[config.mk]
export PLATFORM = sky130hd
export DESIGN_NAME = axil_reg_slave
export DESIGN_NICKNAME = d
export VERILOG_FILES = /design/src/reg_bank_pkg.sv /design/src/reg_bank.sv /design/src/axil_write_ctrl.sv /design/src/axil_read_ctrl.sv /design/src/axil_reg_slave.sv
export SDC_FILE = /design/constraint.sdc
export NUM_CORES = 1
export LEC_CHECK = 0
export BUFFER_PORTS_ARGS = -buffer_cell sky130_fd_sc_hd__buf_2
export CELL_PAD_IN_SITES_DETAIL_PLACEMENT = 0
export CELL_PAD_IN_SITES_GLOBAL_PLACEMENT = 1
export CORE_ASPECT_RATIO = 1.25
export CORE_MARGIN = 3
export CORE_UTILIZATION = 35
export CTS_CLUSTER_DIAMETER = 60
export DETAILED_ROUTE_END_ITERATION = 8
export GPL_ROUTABILITY_DRIVEN = 0
export PLACE_DENSITY_LB_ADDON = 0.25
export SLEW_MARGIN = 20
export SYNTH_ARGS = -nofsm -noshare
export SYNTH_HDL_FRONTEND = slang
export SYNTH_HIERARCHICAL = 1
export SYNTH_SLANG_ARGS = --single-unit
[constraint.sdc]
create_clock -name ACLK -period 4.2 [get_ports ACLK]
set_clock_uncertainty 0.15 [all_clocks]
set_input_delay 1.05 -clock ACLK [delete_from_list [all_inputs] [get_ports ACLK]]
set_output_delay 1.05 -clock ACLK [all_outputs]
set_load 0.01 [all_outputs]
[src/reg_bank_pkg.sv]
`default_nettype none

// Shared constants and FSM encodings for the AXI4-Lite register slave
package reg_bank_pkg;

    // AXI response code, the slave never reports an error
    localparam logic [1:0] RESP_OKAY = 2'b00;

    localparam int BYTE_BITS  = 8;     // Bits covered by one WSTRB lane
    localparam int WORD_SHIFT = 2;     // Byte offset bits below the register index

    // Write address FSM
    typedef enum logic [1:0] {
        AW_IDLE = 2'd0,                // AWREADY high, waiting for an address
        AW_PREP = 2'd1,                // Address taken, flag being set
        AW_WAIT = 2'd2,                // Waiting for the data beat
        AW_DONE = 2'd3                 // Write committed, hold until B completes
    } aw_state_t;

    // Write data FSM
    typedef enum logic [2:0] {
        W_IDLE = 3'd0,                 // WREADY high, waiting for data
        W_PREP = 3'd1,                 // Data taken, flag being set
        W_WAIT = 3'd2,                 // Waiting for the address
        W_RESP = 3'd3,                 // BVALID high until BREADY
        W_DONE = 3'd4                  // One cycle turnaround before IDLE
    } w_state_t;

    // Read FSM
    typedef enum logic [1:0] {
        R_IDLE = 2'd0,                 // ARREADY high
        R_PREP = 2'd1,                 // Register bank output captured here
        R_DATA = 2'd2,                 // RVALID high until RREADY
        R_DONE = 2'd3                  // Turnaround before the next address
    } r_state_t;

endpackage

`default_nettype wire

[src/reg_bank.sv]
`timescale 1ns/1ns
`default_nettype none

// Register array behind the AXI4-Lite slave
// Write port merges strobed bytes, read port is a plain mux
module reg_bank #(
    parameter int ADDR_WIDTH = 6,
    parameter int DATA_WIDTH = 32
) (
    input  wire                                            ACLK,
    input  wire                                            ARESET,
    input  logic                                           wr_en,
    input  logic [ADDR_WIDTH-reg_bank_pkg::WORD_SHIFT-1:0] wr_index,
    input  logic [DATA_WIDTH-1:0]                          wr_data,
    input  logic [DATA_WIDTH/reg_bank_pkg::BYTE_BITS-1:0]  wr_strb,
    input  logic [ADDR_WIDTH-reg_bank_pkg::WORD_SHIFT-1:0] rd_index,
    output logic [DATA_WIDTH-1:0]                          rd_data
);
    import reg_bank_pkg::*;

    localparam int NUM_REGS  = 1 << (ADDR_WIDTH - WORD_SHIFT);  // 16 for the default widths
    localparam int NUM_LANES = DATA_WIDTH / BYTE_BITS;

    logic [DATA_WIDTH-1:0] regs [NUM_REGS];
    logic [DATA_WIDTH-1:0] wr_mask;    // Strobe expanded to one bit per data bit

    // Each strobe bit covers one byte lane
    always_comb begin
        for (int b = 0; b < NUM_LANES; b++) begin
            wr_mask[b*BYTE_BITS +: BYTE_BITS] = {BYTE_BITS{wr_strb[b]}};
        end
    end

    // Read-modify-write of the addressed word
    always_ff @(posedge ACLK) begin
        if (ARESET) begin
            for (int i = 0; i < NUM_REGS; i++) begin
                regs[i] <= '0;
            end
        end else if (wr_en) begin
            regs[wr_index] <= (wr_data & wr_mask) | (regs[wr_index] & ~wr_mask);
        end
    end

    assign rd_data = regs[rd_index];   // Sampled by the read FSM in PREP

    // The write controller commits each write exactly once
    a_single_wr_pulse : assert property (
        @(posedge ACLK) disable iff (ARESET)
        wr_en |=> !wr_en
    ) else $error("wr_en high on two consecutive cycles");

endmodule

`default_nettype wire

[src/axil_write_ctrl.sv]
`timescale 1ns/1ns
`default_nettype none

// AXI4-Lite write side: AW and W FSMs, capture registers and B response
// AW and W are accepted independently, in any order
module axil_write_ctrl #(
    parameter int ADDR_WIDTH = 6,
    parameter int DATA_WIDTH = 32
) (
    input  wire                                            ACLK,
    input  wire                                            ARESET,
    // AW channel
    input  logic [ADDR_WIDTH-1:0]                          AWADDR,
    input  logic                                           AWVALID,
    output logic                                           AWREADY,
    // W channel
    input  logic [DATA_WIDTH-1:0]                          WDATA,
    input  logic [DATA_WIDTH/reg_bank_pkg::BYTE_BITS-1:0]  WSTRB,
    input  logic                                           WVALID,
    output logic                                           WREADY,
    // B channel
    output logic [1:0]                                     BRESP,
    output logic                                           BVALID,
    input  logic                                           BREADY,
    // Register bank write port
    output logic                                           wr_en,
    output logic [ADDR_WIDTH-reg_bank_pkg::WORD_SHIFT-1:0] wr_index,
    output logic [DATA_WIDTH-1:0]                          wr_data,
    output logic [DATA_WIDTH/reg_bank_pkg::BYTE_BITS-1:0]  wr_strb
);
    import reg_bank_pkg::*;

    aw_state_t aw_state, aw_next;
    w_state_t  w_state, w_next;

    logic aw_hs, w_hs;                 // Channel handshakes
    logic aw_hs_flag, w_hs_flag;       // Set on handshake, cleared by the commit

    logic [ADDR_WIDTH-WORD_SHIFT-1:0] aw_index_q;
    logic [DATA_WIDTH-1:0]            w_data_q;
    logic [DATA_WIDTH/BYTE_BITS-1:0]  w_strb_q;

    assign AWREADY = (aw_state == AW_IDLE);
    assign WREADY  = (w_state == W_IDLE);
    assign aw_hs   = AWVALID & AWREADY;
    assign w_hs    = WVALID & WREADY;

    // Commit in the first cycle both halves are present
    assign wr_en = aw_hs_flag & w_hs_flag;

    always_ff @(posedge ACLK) begin
        if (ARESET) begin
            aw_state <= AW_IDLE;
            w_state  <= W_IDLE;
        end else begin
            aw_state <= aw_next;
            w_state  <= w_next;
        end
    end

    // Address side stays in DONE until the B response has gone out,
    // so a new address cannot slip in while the write is still open
    always_comb begin
        aw_next = aw_state;
        case (aw_state)
            AW_IDLE: if (AWVALID) aw_next = AW_PREP;
            AW_PREP: aw_next = wr_en ? AW_DONE : AW_WAIT;  // W may already be here
            AW_WAIT: if (wr_en) aw_next = AW_DONE;
            AW_DONE: if (w_state == W_DONE) aw_next = AW_IDLE;
            default: aw_next = AW_IDLE;
        endcase
    end

    always_comb begin
        w_next = w_state;
        case (w_state)
            W_IDLE:  if (WVALID) w_next = W_PREP;
            W_PREP:  w_next = wr_en ? W_RESP : W_WAIT;     // AW first or same cycle
            W_WAIT:  if (wr_en) w_next = W_RESP;
            W_RESP:  if (BREADY) w_next = W_DONE;          // BVALID held here
            W_DONE:  w_next = W_IDLE;
            default: w_next = W_IDLE;
        endcase
    end

    // Handshake flags
    always_ff @(posedge ACLK) begin
        if (ARESET) begin
            aw_hs_flag <= 1'b0;
            w_hs_flag  <= 1'b0;
        end else begin
            if (aw_hs) begin
                aw_hs_flag <= 1'b1;
            end else if (wr_en) begin
                aw_hs_flag <= 1'b0;
            end
            if (w_hs) begin
                w_hs_flag <= 1'b1;
            end else if (wr_en) begin
                w_hs_flag <= 1'b0;
            end
        end
    end

    // Payload capture, byte offset bits dropped
    always_ff @(posedge ACLK) begin
        if (aw_hs) begin
            aw_index_q <= AWADDR[ADDR_WIDTH-1:WORD_SHIFT];
        end
        if (w_hs) begin
            w_data_q <= WDATA;
            w_strb_q <= WSTRB;
        end
    end

    assign wr_index = aw_index_q;
    assign wr_data  = w_data_q;
    assign wr_strb  = w_strb_q;

    assign BVALID = (w_state == W_RESP);
    assign BRESP  = RESP_OKAY;         // No error responses

    // Response must not be withdrawn before the master takes it
    a_bvalid_hold : assert property (
        @(posedge ACLK) disable iff (ARESET)
        BVALID && !BREADY |=> BVALID
    ) else $error("BVALID dropped before BREADY");

endmodule

`default_nettype wire

[src/axil_read_ctrl.sv]
`timescale 1ns/1ns
`default_nettype none

// AXI4-Lite read side: AR FSM, RDATA capture and R response
module axil_read_ctrl #(
    parameter int ADDR_WIDTH = 6,
    parameter int DATA_WIDTH = 32
) (
    input  wire                                            ACLK,
    input  wire                                            ARESET,
    // AR channel
    input  logic [ADDR_WIDTH-1:0]                          ARADDR,
    input  logic                                           ARVALID,
    output logic                                           ARREADY,
    // R channel
    output logic [DATA_WIDTH-1:0]                          RDATA,
    output logic [1:0]                                     RRESP,
    output logic                                           RVALID,
    input  logic                                           RREADY,
    // Register bank read port
    output logic [ADDR_WIDTH-reg_bank_pkg::WORD_SHIFT-1:0] rd_index,
    input  logic [DATA_WIDTH-1:0]                          rd_data
);
    import reg_bank_pkg::*;

    r_state_t r_state, r_next;

    logic                             ar_hs;
    logic [ADDR_WIDTH-WORD_SHIFT-1:0] ar_index_q;  // Word index of the pending read
    logic [DATA_WIDTH-1:0]            rdata_q;

    assign ARREADY = (r_state == R_IDLE);
    assign ar_hs   = ARVALID & ARREADY;

    always_ff @(posedge ACLK) begin
        if (ARESET) begin
            r_state <= R_IDLE;
        end else begin
            r_state <= r_next;
        end
    end

    always_comb begin
        r_next = r_state;
        case (r_state)
            R_IDLE:  if (ARVALID) r_next = R_PREP;
            R_PREP:  r_next = R_DATA;                 // Bank output valid for one capture
            R_DATA:  if (RREADY) r_next = R_DONE;
            R_DONE:  r_next = R_IDLE;
            default: r_next = R_IDLE;
        endcase
    end

    always_ff @(posedge ACLK) begin
        if (ar_hs) begin
            ar_index_q <= ARADDR[ADDR_WIDTH-1:WORD_SHIFT];
        end
        // Single capture, RDATA then stays frozen through DATA
        if (r_state == R_PREP) begin
            rdata_q <= rd_data;
        end
    end

    assign rd_index = ar_index_q;
    assign RDATA    = rdata_q;
    assign RVALID   = (r_state == R_DATA);
    assign RRESP    = RESP_OKAY;

    // A concurrent write to the same word must not disturb a stalled response
    a_rdata_stable : assert property (
        @(posedge ACLK) disable iff (ARESET)
        RVALID && !RREADY |=> $stable(RDATA)
    ) else $error("RDATA changed while waiting for RREADY");

endmodule

`default_nettype wire

[src/axil_reg_slave.sv]
`timescale 1ns/1ns
`default_nettype none

// AXI4-Lite slave with a small register file
// Write and read controllers run independently against one register bank
module axil_reg_slave #(
    parameter int ADDR_WIDTH = 6,
    parameter int DATA_WIDTH = 32
) (
    input  wire                                            ACLK,
    input  wire                                            ARESET,
    // AW
    input  logic [ADDR_WIDTH-1:0]                          AWADDR,
    input  logic                                           AWVALID,
    output logic                                           AWREADY,
    // W
    input  logic [DATA_WIDTH-1:0]                          WDATA,
    input  logic [DATA_WIDTH/reg_bank_pkg::BYTE_BITS-1:0]  WSTRB,
    input  logic                                           WVALID,
    output logic                                           WREADY,
    // B
    output logic [1:0]                                     BRESP,
    output logic                                           BVALID,
    input  logic                                           BREADY,
    // AR
    input  logic [ADDR_WIDTH-1:0]                          ARADDR,
    input  logic                                           ARVALID,
    output logic                                           ARREADY,
    // R
    output logic [DATA_WIDTH-1:0]                          RDATA,
    output logic [1:0]                                     RRESP,
    output logic                                           RVALID,
    input  logic                                           RREADY
);
    import reg_bank_pkg::*;

    // Register bank write port
    logic                             wr_en;
    logic [ADDR_WIDTH-WORD_SHIFT-1:0] wr_index;
    logic [DATA_WIDTH-1:0]            wr_data;
    logic [DATA_WIDTH/BYTE_BITS-1:0]  wr_strb;

    // Register bank read port
    logic [ADDR_WIDTH-WORD_SHIFT-1:0] rd_index;
    logic [DATA_WIDTH-1:0]            rd_data;

    axil_write_ctrl #(
        .ADDR_WIDTH (ADDR_WIDTH),
        .DATA_WIDTH (DATA_WIDTH)
    ) u_write_ctrl (
        .ACLK     (ACLK),
        .ARESET   (ARESET),
        .AWADDR   (AWADDR),
        .AWVALID  (AWVALID),
        .AWREADY  (AWREADY),
        .WDATA    (WDATA),
        .WSTRB    (WSTRB),
        .WVALID   (WVALID),
        .WREADY   (WREADY),
        .BRESP    (BRESP),
        .BVALID   (BVALID),
        .BREADY   (BREADY),
        .wr_en    (wr_en),
        .wr_index (wr_index),
        .wr_data  (wr_data),
        .wr_strb  (wr_strb)
    );

    axil_read_ctrl #(
        .ADDR_WIDTH (ADDR_WIDTH),
        .DATA_WIDTH (DATA_WIDTH)
    ) u_read_ctrl (
        .ACLK     (ACLK),
        .ARESET   (ARESET),
        .ARADDR   (ARADDR),
        .ARVALID  (ARVALID),
        .ARREADY  (ARREADY),
        .RDATA    (RDATA),
        .RRESP    (RRESP),
        .RVALID   (RVALID),
        .RREADY   (RREADY),
        .rd_index (rd_index),
        .rd_data  (rd_data)
    );

    reg_bank #(
        .ADDR_WIDTH (ADDR_WIDTH),
        .DATA_WIDTH (DATA_WIDTH)
    ) u_reg_bank (
        .ACLK     (ACLK),
        .ARESET   (ARESET),
        .wr_en    (wr_en),
        .wr_index (wr_index),
        .wr_data  (wr_data),
        .wr_strb  (wr_strb),
        .rd_index (rd_index),
        .rd_data  (rd_data)
    );

endmodule

`default_nettype wire

# Word level (Yosys, flattened, before mapping)
# Memories as Yosys holds them, arrays and structs flattened. A register that Yosys moved wholly into a read port is not among the register bits.
# Cells that the tools add are included.
[word_totals]
mem_count = 1
output_inout_bits = 41
register_bits = 53
mem_bits_rw = 512
[mem_list]
columns = ["memory", "words", "width", "read_ports", "rd_clocked_by_memory_dff", "write_ports", "line_no", "text"]
rows = [
  ["u_reg_bank.regs", 16, 32, 2, 2, 16, "reg_bank.sv:24", "logic [DATA_WIDTH-1:0] regs [NUM_REGS];"],
]
[classes]
muxes = 25
bitwise_logic = 8
eq_ne = 18
reduce_logical = 9
[op_table]
columns = ["operator", "count"]
rows = [
  ["$and 32x32->32", 2],
  ["$mux 32", 1],
  ["$not 32->32", 1],
  ["$or 32x32->32", 1],
  ["$reduce_or 32->1", 1],
  ["$pmux 2 s4", 2],
  ["$pmux 3 s4", 1],
  ["$mux 1", 11],
  ["$mux 2", 5],
  ["$ne 2x1->1 const B", 5],
  ["$mux 3", 3],
  ["$eq 2x2->1 const B", 4],
  ["$mux 4", 2],
  ["$eq 3x2->1 const B", 2],
  ["$ne 2x2->1 const B", 3],
  ["$reduce_and 3->1", 2],
  ["$and 1x1->1", 4],
  ["$eq 2x1->1 const B", 2],
  ["$logic_not 2->1", 2],
  ["$reduce_bool 2->1", 2],
  ["$eq 3x1->1 const B", 1],
  ["$eq 3x3->1 const B", 1],
  ["$logic_not 3->1", 1],
  ["$reduce_and 2->1", 1],
]

# Depth between registers and ports, before layout
[logic_depth]
depth_word = 6
mapped_depth = 8

# Hierarchy
# Netlist, hierarchy kept.
[by_module_without_submodules]
columns = ["module", "instances", "cells_each", "area_per_inst_um2"]
rows = [
  ["reg_bank", 1, 2000, 26947.1],
  ["axil_write_ctrl", 1, 93, 1650.3],
  ["axil_read_ctrl", 1, 55, 1244.9],
]

# Least setup slack after synthesis
# No wires, ideal clock.
[synth_path]
path_type = "input to register"
startpoint = "input WVALID"
endpoint = "register u_write_ctrl.w_data_q[0] (netlist: u_write_ctrl/wr_data[0]) (enable)"
arrival_time_ps = 3634
setup_time_ps = 476
t_required_ps = 3574
stages = 2
slack_ps = -60
cell_sequence = "nand2b_1 nor3_1"
[synth_via]
elab_chain_cells = 1
[synth_lines]
columns = ["element", "line_no", "text"]
rows = [
  ["start: declaration", "axil_reg_slave.sv:19", "input logic WVALID,"],
  ["$and 1x1->1", "axil_write_ctrl.sv:46", "assign w_hs = WVALID & WREADY;"],
  ["via u_write_ctrl.w_hs", "axil_write_ctrl.sv:36", "logic aw_hs, w_hs;"],
  ["end signal: assignment", "axil_write_ctrl.sv:111", "w_data_q <= WDATA;"],
  ["end: declaration", "axil_write_ctrl.sv:40", "logic [DATA_WIDTH-1:0] w_data_q;"],
]
# The timed path passes the listed nets, and every way through them passes these cells.
# A chain may end at the register's enable or synchronous reset.

==> impl_metrics.csv <==
group,metric,value,unit
yosys,synth_edf_count,588,
pwr,powerDensity,507,nW/µm²
clock_tree,cts_root_buf,"clkbuf_16",
clock_tree,cts_tree,"yes",
clock_tree,numCtsBuffers,66,
final_layout,ff_latch_area,17800,µm²
die,die_h,332,µm
drt,detail_route.first_pass.iterations,5,
pwr,net-switching-power,5.52,mW
yosys,synth_top_family_by_area,"multiplexers",
setup_path,crit_fanout,18,
final_layout,diodes,0,
sta,max_freq,0.324,GHz
yosys,synth_top_area_frac,0.592,
sta,fin_crit_sh,0.735,
clock_tree,htree_levels,3,
setup_path,critPathLaunchType,"flip-flop",
sta,relSlewSlack,0.224,
flow_run,maxCapViolations,0,
sta,worstMarginPinSlew,1.16,ns
min_path,min_path_type,"flip-flop to flip-flop",
sta,slew_violations,0,
pwr,internal_power,11.7,mW
yosys,ys_types,45,
die,die_x,267,µm
drt,ant_nets,0,
final_layout,num-fill-cells,7683,
sta,setup_viol,0,
yosys,yosys_warnings,6,
placed_design,dpl.hpwl,61200,µm
sta,rsz0062_at_grt,"false",
global_route,first_global_vias,21400,
pwr,power_leakage,11.7,nW
yosys,yosys.area_share.xor_xnor,0,
die,dieArea,88800,µm²
drt,wire_per_inst,29.3,µm
yosys,synth.most_common_cell,"edfxtp_1",
global_route,grt_max_degree,71,
sta,final.setup.tns,0,ns
yosys,synthTopCellsByCount,"edfxtp_1 (588), nor3_1 (387), mux2i_1 (189), nor2_1 (168), mux4_2 (162)",
final_layout,final_area,34100,µm²
clock_tree,cts_max_path_buffers,3,
clock_tree,clkLatencyLatePin,0.63,ns
global_route,overflow,0,
placed_design,portBuffers,87,
die,start_util,0.353,
yosys,synthAdderAreaFrac,0.00335,
sta,hold_violations,0,
global_route,grt_usage,0.221,
yosys,ys_top_cells_by_area,"edfxtp_1 (59%), mux4_2 (12%), nor3_1 (6.5%)",
yosys,async_flop_share,0,
setup_path,crit_type,"flip-flop to flip-flop",
final_layout,final_util,0.404,
yosys,syn_inst,2148,
die,std_cell_rows,119,
clock_tree,cts_resized,0,
yosys,syn_area,29800,µm²
final_layout,syn2layout_area_growth,14.2,%
pwr,seq_power_share,0.420,
pwr,p_total,17.3,mW
yosys,yosysSeqAreaShare,0.598,
die,io_pins,96,
setup_path,worst_ep_arrival_time,3.29,ns
global_route,grt_pass1_wl,143000,µm
yosys,synth_mux_area_frac,0.186,
yosys,synth-seq-cells,597,
final_layout,final_nets,2296,
final_layout,multi_input_area,11200,µm²
yosys,synth_ff_type,"edfxtp_1",
pwr,p_clk_frac,0.324,
sta,period_needed,3.09,ns
die,core_area,84400,µm²
placed_design,dp.cells,3254,
drt,first_iter_violations,2011,
yosys,synthSimpleGateAreaFrac,0.123,
final_layout,drive_gt1_frac,0.227,
setup_path,endpoint_kind,"flip-flop",
clock_tree,cts_setup_buffers,0,
pwr,p_comb_frac,0.257,
yosys,synth_area_per_cell,13.9,µm²
pwr,ir_worst_vdd,0.273,mV
clock_tree,path_clk_slew,0.06,ns
global_route,antenna_found_initial,0,
drt,drc,0,
outcome,status,"complete, no violations",
pwr,switching_share,0.320,
drt,via_per_inst,5.98,
drt,vias,20200,
yosys,yosys.area.top_type,"edfxtp_1",
yosys,synth-compound-area-share,0.0598,
clock_tree,cts_sinks,597,
final_layout,final_cell_count_no_fill,3373,
clock_tree,cts_hold_repair.buffers,0,
placed_design,place_area,32000,µm²
drt,wirelength,98800,µm
setup_path,cp.required,4.41,ns
==> metal layers <==
layer	vias up	track usage	share of wire	wire (µm)
met3	199	0.0273	0.059	5820
met4	0	0.0889	0.036	3570
met1	10500	0.275	0.39	38600
li1	8699	-	-	-
met2	810	0.391	0.51	50800
met5	-	0	0	0
==> power groups by stage <==
| stage | registers (mW) | clock network, mW | logic (mW) |
|---|---|---|---|
| floorplan | 7.31 | 0 | 2.86 |
| global placement | 7.37 | 0 | 4.39 |
| detailed placement | 7.37 | 0 | 4.45 |
| CTS | 7.25 | 5.72 | 4.47 |
| global route | 7.29 | 5.95 | 4.71 |
| finish | 7.25 | 5.59 | 4.43 |
==> layout by cell type, fill, tap and decap left out, types with 9 or more instances in the layout <==
| cell | count |
|---|---|
| buf_4 | 72 |
| nand2b_1 | 38 |
| buf_2 | 87 |
| a21oi_2 | 30 |
| clkinv_1 | 14 |
| clkbuf_16 | 67 |
| inv_1 | 13 |
| nor2_1 | 166 |
| dfxtp_1 | 9 |
| nor3_1 | 386 |
| edfxtp_1 | 588 |
| a21o_2 | 16 |
| nand3_1 | 33 |
| buf_12 | 27 |
| clkbuf_1 | 16 |
| o221ai_2 | 10 |
| mux2i_1 | 189 |
| o221ai_1 | 22 |
| a22oi_1 | 126 |
| nand2_1 | 131 |
| mux4_2 | 162 |
==> sequential cells by signal (all words and copies together) (netlist names), 2 cells and up <==
register	count
u_reg_bank/regs	512
u_read_ctrl/RDATA	32
u_write_ctrl/wr_data	32
u_read_ctrl/rd_index	4
u_write_ctrl/wr_index	4
u_write_ctrl/wr_strb	4
u_write_ctrl/w_state	3
u_read_ctrl/r_state	2
u_write_ctrl/aw_state	2
==> logic make-up after synthesis <==
group                      after synthesis
AOI/OAI and AO/OA                      217
DFF                                    597
other                                    2
adders and majority gates                8
and+or+nand+nor                        787
buffers and inverters                  185
muxes                                  352
==> cell type report <==
cell class	instances	share of cell area
sequential	597	0.524
multi-input combinational	1368	0.330
clock buffer	83	0.0510
timing repair buffer	187	0.0450
tap	1089	0.0400
clock inverter	36	0.00889
inverter	13	0.00143
==> critical path, cell delays in order (launching register included) <==
cell and delay [ns]:
edfxtp_1 0.75, buf_4 0.53, nand3b_1 0.20, buf_4 0.29, o221ai_1 0.33, a21oi_2 0.43, nor3_1 0.11
==> final timing paths <==
path / from / end / slack, ns / cells past startpoint
worst max-delay path: u_write_ctrl/wr_index[0] / u_reg_bank/regs[2][9] / 1.11 / 6
worst min-delay path: u_read_ctrl/r_state[0] / u_read_ctrl/r_state[0] / 0.39 / 2
worst max register to register: u_write_ctrl/wr_index[0] / u_reg_bank/regs[2][9] / 1.11 / 6
worst min register to register: u_read_ctrl/r_state[0] / u_read_ctrl/r_state[0] / 0.39 / 2
==> through the flow <==
| step | setup WS [ns] | hold slack (ns) |
|---|---|---|
| after floorplan | 1.07 | 0.343 |
| after global placement | 1.16 | 0.364 |
| after detailed placement | 1.11 | 0.388 |
| after CTS | 1.07 | 0.398 |
| after global routing | 0.927 | 0.423 |
| final | 1.11 | 0.391 |
Note: power is estimated with default switching activity, not from simulation.
